===== config.mk =====
export PLATFORM = sky130hd
export DESIGN_NAME = feat_front_top
export DESIGN_NICKNAME = d
export VERILOG_FILES = /design/src/logic/feat_front_pkg.sv /design/src/logic/feat_front_top.sv /design/src/logic/feat_regfile.sv /design/src/logic/octave_sequencer.sv
export SDC_FILE = /design/constraint.sdc
export NUM_CORES = 1
export LEC_CHECK = 0
export ABC_AREA = 0
export BUFFER_PORTS_ARGS = -buffer_cell sky130_fd_sc_hd__buf_2
export CAP_MARGIN = 0
export CORE_MARGIN = 3
export CORE_UTILIZATION = 50
export CTS_CLUSTER_DIAMETER = 60
export DETAILED_ROUTE_END_ITERATION = 16
export PLACE_DENSITY_LB_ADDON = 0.15
export SYNTH_ARGS = -nofsm -noshare
export SYNTH_HDL_FRONTEND = slang
export SYNTH_HIERARCHICAL = 1
export SYNTH_SLANG_ARGS = --single-unit

===== constraint.sdc =====
create_clock -name clk -period 5.6 [get_ports clk]
set_input_delay 1.12 -clock clk [delete_from_list [all_inputs] [get_ports clk]]
set_output_delay 1.12 -clock clk [all_outputs]
set_load 0.01 [all_outputs]

===== src/logic/feat_front_pkg.sv =====
`default_nettype none

package feat_front_pkg;

   localparam int num_ports = 2;
   localparam int reg_index_width = 5;

   localparam logic [31:0] byte_mask = 32'h0000_00ff;
   localparam logic [31:0] half_mask = 32'h0000_ffff;

   localparam logic [15:0] config0_rst = 16'h234;
   localparam logic [23:0] config1_rst = 24'hfff;
   localparam logic [7:0]  config2_rst = 8'h55;

   // Word index taken from paddr[6:2]
   typedef enum logic [reg_index_width-1:0] {
      reg_enables         = 5'd0,
      reg_control_stream1 = 5'd1,
      reg_control_stream2 = 5'd2,
      reg_input_select    = 5'd3,
      reg_config0         = 5'd4,
      reg_config1         = 5'd5,
      reg_config2         = 5'd6,
      reg_port0           = 5'd7,
      reg_port1           = 5'd8
   } reg_index_e;

   typedef enum logic [1:0] {
      size_word = 2'd0,
      size_byte = 2'd1,
      size_half = 2'd2
   } access_size_e;

   typedef struct packed {
      logic       lens_invariant;
      logic [5:0] pattern_scale;
      logic [2:0] num_octaves;
   } port_cfg_t;

   typedef struct packed {
      logic [31:0] enables;
      logic [31:0] control_stream1;
      logic [31:0] control_stream2;
      logic [31:0] input_select;
      logic [15:0] config0;
      logic [23:0] config1;
      logic [7:0]  config2;
   } ctrl_regs_t;

   typedef struct packed {
      logic [2:0]  octave;
      logic [11:0] scale;
      logic        lens_invariant;
   } octave_cmd_t;

   localparam ctrl_regs_t ctrl_regs_rst = '{
      enables:         32'h0,
      control_stream1: 32'h0,
      control_stream2: 32'h0,
      input_select:    32'h0,
      config0:         config0_rst,
      config1:         config1_rst,
      config2:         config2_rst
   };

   localparam port_cfg_t port_cfg_rst = '0;

endpackage

`default_nettype wire


===== src/logic/feat_front_top.sv =====
`default_nettype none
`timescale 1ns/10ps

module feat_front_top
   import feat_front_pkg::*;
(
   input  logic                 clk,
   input  logic                 rst_n,
   input  logic                 psel,
   input  logic                 pwrite,
   input  access_size_e         psize,
   input  logic [6:0]           paddr,
   input  logic [31:0]          pwdata,
   input  logic [num_ports-1:0] frame_start,
   output logic [31:0]          prdata,
   output ctrl_regs_t           regs,
   output logic [num_ports-1:0] octave_valid,
   output octave_cmd_t          octave_cmd0,
   output octave_cmd_t          octave_cmd1,
   output logic [num_ports-1:0] done,
   output logic [num_ports-1:0] busy
);

   port_cfg_t port_cfg0;
   port_cfg_t port_cfg1;

   feat_regfile i_feat_regfile (
      .clk       (clk),
      .rst_n     (rst_n),
      .psel      (psel),
      .pwrite    (pwrite),
      .psize     (psize),
      .paddr     (paddr),
      .pwdata    (pwdata),
      .prdata    (prdata),
      .regs      (regs),
      .port_cfg0 (port_cfg0),
      .port_cfg1 (port_cfg1)
   );

   octave_sequencer i_octave_sequencer0 (
      .clk          (clk),
      .rst_n        (rst_n),
      .enable       (regs.enables[0]),
      .frame_start  (frame_start[0]),
      .cfg          (port_cfg0),
      .octave_valid (octave_valid[0]),
      .octave_cmd   (octave_cmd0),
      .done         (done[0]),
      .busy         (busy[0])
   );

   octave_sequencer i_octave_sequencer1 (
      .clk          (clk),
      .rst_n        (rst_n),
      .enable       (regs.enables[1]),
      .frame_start  (frame_start[1]),
      .cfg          (port_cfg1),
      .octave_valid (octave_valid[1]),
      .octave_cmd   (octave_cmd1),
      .done         (done[1]),
      .busy         (busy[1])
   );

endmodule

`default_nettype wire


===== src/logic/feat_regfile.sv =====
`default_nettype none
`timescale 1ns/10ps

module feat_regfile
   import feat_front_pkg::*;
(
   input  logic         clk,
   input  logic         rst_n,
   input  logic         psel,
   input  logic         pwrite,
   input  access_size_e psize,
   input  logic [6:0]   paddr,
   input  logic [31:0]  pwdata,
   output logic [31:0]  prdata,
   output ctrl_regs_t   regs,
   output port_cfg_t    port_cfg0,
   output port_cfg_t    port_cfg1
);

   ctrl_regs_t  regs_q;
   port_cfg_t   port0_q;
   port_cfg_t   port1_q;
   reg_index_e  index;
   logic        wr_en;
   logic [31:0] wr_mask;
   logic [31:0] wr_data;
   logic [31:0] rd_data;

   // Replace the masked bits of the old value with the lane data
   function automatic logic [31:0] merge(input logic [31:0] old_val,
                                         input logic [31:0] mask,
                                         input logic [31:0] data);
      return (old_val & ~mask) | (data & mask);
   endfunction

   assign index = reg_index_e'(paddr[6:2]);
   assign wr_en = psel && pwrite;

   // Sub-word writes always land in the low lane
   always_comb begin
      case (psize)
         size_byte: begin
            wr_mask = byte_mask;
            wr_data = {4{pwdata[7:0]}};
         end
         size_half: begin
            wr_mask = half_mask;
            wr_data = {2{pwdata[15:0]}};
         end
         default: begin
            wr_mask = '1;
            wr_data = pwdata;
         end
      endcase
   end

   always_ff @(posedge clk or negedge rst_n) begin
      if (!rst_n) begin
         regs_q  <= ctrl_regs_rst;
         port0_q <= port_cfg_rst;
         port1_q <= port_cfg_rst;
      end else if (wr_en) begin
         case (index)
            reg_enables:
               regs_q.enables <= merge(regs_q.enables, wr_mask, wr_data);
            reg_control_stream1:
               regs_q.control_stream1 <= merge(regs_q.control_stream1, wr_mask, wr_data);
            reg_control_stream2:
               regs_q.control_stream2 <= merge(regs_q.control_stream2, wr_mask, wr_data);
            reg_input_select:
               regs_q.input_select <= merge(regs_q.input_select, wr_mask, wr_data);
            reg_config0:
               regs_q.config0 <= 16'(merge(32'(regs_q.config0), wr_mask, wr_data));
            reg_config1:
               regs_q.config1 <= 24'(merge(32'(regs_q.config1), wr_mask, wr_data));
            reg_config2:
               regs_q.config2 <= 8'(merge(32'(regs_q.config2), wr_mask, wr_data));
            reg_port0:
               port0_q <= port_cfg_t'(10'(merge(32'(port0_q), wr_mask, wr_data)));
            reg_port1:
               port1_q <= port_cfg_t'(10'(merge(32'(port1_q), wr_mask, wr_data)));
            default: ; // Unmapped words drop the write
         endcase
      end
   end

   always_comb begin
      case (index)
         reg_enables:         rd_data = regs_q.enables;
         reg_control_stream1: rd_data = regs_q.control_stream1;
         reg_control_stream2: rd_data = regs_q.control_stream2;
         reg_input_select:    rd_data = regs_q.input_select;
         reg_config0:         rd_data = 32'(regs_q.config0);
         reg_config1:         rd_data = 32'(regs_q.config1);
         reg_config2:         rd_data = 32'(regs_q.config2);
         reg_port0:           rd_data = 32'(port0_q);
         reg_port1:           rd_data = 32'(port1_q);
         default:             rd_data = '0;
      endcase
   end

   // Read data follows paddr regardless of psel
   always_ff @(posedge clk or negedge rst_n) begin
      if (!rst_n) begin
         prdata <= '0;
      end else begin
         prdata <= rd_data;
      end
   end

   assign regs      = regs_q;
   assign port_cfg0 = port0_q;
   assign port_cfg1 = port1_q;

   a_legal_size: assert property (@(posedge clk) disable iff (!rst_n)
      wr_en |-> (psize != 2'd3))
      else $error("[ERROR] write with illegal psize 3 at paddr %h", paddr);

endmodule

`default_nettype wire


===== src/logic/octave_sequencer.sv =====
`default_nettype none
`timescale 1ns/10ps

module octave_sequencer
   import feat_front_pkg::*;
(
   input  logic        clk,
   input  logic        rst_n,
   input  logic        enable,
   input  logic        frame_start,
   input  port_cfg_t   cfg,
   output logic        octave_valid,
   output octave_cmd_t octave_cmd,
   output logic        done,
   output logic        busy
);

   typedef enum logic [1:0] {
      seq_idle,
      seq_emit,
      seq_done
   } seq_state_e;

   seq_state_e  state_q;
   port_cfg_t   cfg_q;
   logic [2:0]  octave_q;
   logic [11:0] scale;
   logic        accept;
   logic        last_octave;

   assign accept      = enable && frame_start && (state_q == seq_idle);
   assign last_octave = ((octave_q + 3'd1) == cfg_q.num_octaves);

   // Held for the whole run so later register writes cannot disturb it
   always_ff @(posedge clk) begin
      if (accept) begin
         cfg_q <= cfg;
      end
   end

   always_ff @(posedge clk or negedge rst_n) begin
      if (!rst_n) begin
         state_q  <= seq_idle;
         octave_q <= '0;
      end else begin
         case (state_q)
            seq_idle: begin
               octave_q <= '0;
               if (accept) begin
                  state_q <= (cfg.num_octaves == 3'd0) ? seq_done : seq_emit;
               end
            end
            seq_emit: begin
               if (last_octave) begin
                  state_q <= seq_done;
               end else begin
                  octave_q <= octave_q + 3'd1;
               end
            end
            default: begin
               state_q <= seq_idle; // Done lasts a single cycle
            end
         endcase
      end
   end

   // Largest shift is 63 << 6, which still fits in 12 bits
   assign scale = {6'd0, cfg_q.pattern_scale} << octave_q;

   always_comb begin
      octave_cmd.octave         = octave_q;
      octave_cmd.scale          = scale;
      octave_cmd.lens_invariant = cfg_q.lens_invariant;
   end

   assign octave_valid = (state_q == seq_emit);
   assign done         = (state_q == seq_done);
   assign busy         = (state_q != seq_idle);

   a_no_valid_idle: assert property (@(posedge clk) disable iff (!rst_n)
      octave_valid |-> $past(accept) || $past(octave_valid && !last_octave))
      else $error("[ERROR] octave_valid raised outside a started run");

   a_done_pulse: assert property (@(posedge clk) disable iff (!rst_n)
      done |=> !done)
      else $error("[ERROR] done held longer than one cycle");

endmodule

`default_nettype wire


# Word-level counts from Yosys, hierarchy flattened
# Cells that the tools add are included.
# totals
input_bits	47
word_cells	112
register_bits	258
# classes
n_shift	2
muxes	15
addsub	2
n_reduce_logical	27
eq_ne	22
bitwise_logic	20
# op_table
cell	n
case mux 32 bit (9 select lines)	1
AND 32 bit	5
OR 32 bit	4
case mux 32 bit (2 select lines)	2
inverter 32 bit	1
AND reduction 2 bit	13
AND 24 bit	1
OR 24 bit	1
left shift 6 x 3 -> 12 bit	2
AND 10 bit	2
== test 5 x 3 -> 1 bit, second input constant	4
OR 10 bit	2
AND 16 bit	1
OR 16 bit	1
2-to-1 mux 2 bit	6
case mux 3 bit (2 select lines)	2
== test 5 x 2 -> 1 bit, second input constant	2
AND 8 bit	1
!= test 2 bit, second input constant	4
OR 8 bit	1
case mux 2 bit (2 select lines)	2
nonzero test 2 bit	4
adder 3 x 1 -> 3 bit, second input constant	2
== test 2 x 1 -> 1 bit, second input constant	3
other kinds (10)	21

# Depth between registers and ports, before layout
# logic_depth
ltp_word	5
ltp_mapped	9
ltp_nobuf	6

# Hierarchy
# Netlist, hierarchy kept.
# modules_own_cells
module	cells_per_inst	area_each_um2	n_inst
feat_regfile	750	9868.2	1
octave_sequencer	84	929.6	2

# Worst setup path after synthesis
# No wires, ideal clock.
# synth_path
path_kind	input -> register
from	input port psize[1]
to	register (tool-made name)
cell_stages	8
setup_slack_ps	2893
required_time_ps	5455
n_path_buf	3
arrival_time_ps	2563
path_cell_list	inv_1 > ha_1 > and3b_1 > clkbuf_1 > and3_1 > clkbuf_1 > clkbuf_1 > a21oi_1
# synth_rtl
element	line_no	rtl
start: declaration	feat_front_top.sv:11	input access_size_e psize,

==> results.md <==
* Antenna viol nets, final at 0
* P per Cell Area at 358 nW/um^2
* Max Slew Vio Count at 0
* Netlist Area Pre-Place at 11700 um^2
* Yosys cell types at 68
* PortBufs at 290
* Worst-path clk slew at 0.06 ns
* Vias per cell at 5.74
* Die Y at 159 um
* CP max FO at 17
* Via count at 8748
* Post-synthesis sequential area ratio at 56.1%
* Tightest Pin Transition at 1.14 ns
* Min cycle time layout at 3.39 ns
* Setup Skew at 0.0106 ns
* Async SR Flop Fraction at 92.2%
* Area of the multi-input gates at 4840 um^2
* Global-route wire length before repair at 52000 um
* RSZ-0062 raised after global routing: false
* Setup violations, final at 0
* Period Utilization, post-route at 60.5%
* CTS Hold Bufs at 0
* CTS tree: done
* Final TNS setup at 0 ns
* Post-synth EDFFs at 20
* Top-area cell type share of the netlist area at 46.5%
* Std-Cell Rows at 55
* I/O pins at 293
* Worst R2R Setup Slack at 3.38 ns
* Post-CTS Setup Inserts at 0
* Die ar. at 25300 um^2
* Drt pass-1 iters at 5
* Reg area at 6580 um^2
* Hold Crit Class: reg -> reg
* Top-count cell post-synth: dfrtp_1
* Area leader, netlist: dfrtp_1
* WP data required at 4.48 ns
* Initial DRC Count at 672
* Starting Density at 51.3%
* Die X at 159 um
* Status: complete, no violations
* Clock tree buffer depth at 3
* Clock latency at the later pin of the worst-skew pair at 0.54 ns
* Fin Hold WS at 0.481 ns
* Share of cells above drive strength 1 at 45.6%
* Nets@finish at 1239
* Initial antenna violation count at 6
* Core Region at 22800 um^2
* Crit path capture type: output pin
* Cts repair resizes at 0
* Final WL at 33500 um
* Final core utilization at 62.8%
* Yosys reg bits at 258
* Top cells by area, synth: dfrtp_1 47%, mux2_2 14%, edfxtp_1 5.1%
* Ys flop type: dfrtp_1
* Leak at 0.00720 uW
* Overall power at 5140 uW
* Hold Vio Cnt, Final at 0
* GRT Resource Usage Total at 26.0%
* Vias in the first global route at 8678
* Max transition margin at 24.1%
* Achievable Freq at 0.295 GHz
* Post-Syn Instances at 918
* Clk sinks at 258
* WL/cell at 22.0 um
* Synth-to-Final Area Change at 22.3%
* Post-Syn Nets at 970
* Most frequent cells after synthesis: 218 x dfrtp_1, 142 x mux2_2, 56 x nand2_1
* Htree depth at 1
* Syn_area_per_cell at 12.8 um^2
* Root buffer selected by CTS: clkbuf_16
* Yosys warns at 6
* Max_cap viols at 0
* Critical path arrival at 2.27 ns
* Peak VDD IR at 0.000282 V
* Largest net degree at the start of global routing at 113
* Num CTS Buffers at 28
* Startpoint Class: register
* Drc violations at 0
* Fillers at 1884
* Gpl congestion at 0.824
* Post-detail-place hpwl at 23000 um
* Crit Path Category: reg -> out
* GRT overflow at 0
## cells by family after synthesis
group | synth area share [%]
AOI/OAI and AO/OA | 10.0
xor gates and xnor gates | 0.704
adders and majority gates | 0.533
buffers and inverters | 2.69
DFF | 56.1
muxes | 19.9
and+or+nand+nor | 9.99
## metal layers
metal	wire length [um]	share of wire (%)	global-route usage [%]	vias up
met1	14100	42	34.7	4418
met3	2700	8.0	7.00	48
met5	28	0.083	0	-
li1	-	-	-	3921
met2	16000	48	42.6	355
met4	687	2.0	6.53	6
## cell usage in the layout (no fill, tap or decap), types with 6 or more instances in the layout
cell	n
a21oi_1	36
a221o_1	12
a222oi_1	6
a22oi_1	28
and2_1	15
buf_2	289
buf_4	8
clkbuf_1	9
clkbuf_16	29
dfrtp_1	218
dfstp_2	20
edfxtp_1	20
inv_1	9
mux2_1	8
mux2_2	142
mux2_4	10
mux2i_1	25
mux4_2	11
nand2_1	56
nand3_1	17
nand3b_1	10
nor2_1	39
nor2_2	10
nor2b_1	11
nor3_1	14
o21ai_0	31
o21ai_1	8
o2bb2ai_1	8
## layout make-up
type / count / share of cell area, %
Clock inverter: 12 / 1.12
Clock buffer: 40 / 5.49
Inverter: 11 / 0.288
Multi-Input combinational cell: 589 / 33.7
Timing Repair Buffer: 299 / 10.7
Sequential cell: 258 / 45.9
Tap cell: 313 / 2.73
Antenna cell: 3 / 0.0523
## worst paths after layout
kind / start / to / cells past startpoint
setup / recovery: i_octave_sequencer1/octave_q[1]$_DFFE_PN0P_ / octave_cmd1[7] / 4
hold / removal: i_feat_regfile/port_cfg0[3]$_DFFE_PN0P_ / i_octave_sequencer0/cfg_q[3]$_DFFE_PP_ / 0
setup reg to reg: i_octave_sequencer1/octave_q[1]$_DFFE_PN0P_ / i_octave_sequencer1/octave_q[0]$_DFFE_PN0P_ / 4
hold reg to reg: i_feat_regfile/port_cfg0[3]$_DFFE_PN0P_ / i_octave_sequencer0/cfg_q[3]$_DFFE_PP_ / 0
max in group asynchronous: rst_n / asynchronous set/reset pin / 2
min in group asynchronous: rst_n / i_octave_sequencer1/octave_q[1]$_DFFE_PN0P_ / 1
## through the flow
step | worst slack [ns] | cell area, um^2 | cells
after CTS | 2.18 | 14300 | 1522
final | 2.21 | 14300 | 1525
after global placement | 1.88 | 13400 | 1470
after floorplan | 2.89 | 11700 | 918
after global routing | 2.04 | 14300 | 1525
after detailed placement | 1.87 | 13400 | 1470
## where the power goes
part	total (uW)	switching [uW]	leakage, uW	internal, uW
combinational	933	512	0.00340	421
clock	1890	730	0.000466	1160
sequential	2320	211	0.00333	2110
## worst max-delay path: stages (launching register included)
cell,delay [ns]
dfrtp_1,0.70
mux2_1,0.42
a221oi_1,0.30
o21ba_1,0.18
buf_2,0.13
(Power assumes the default switching activity.)
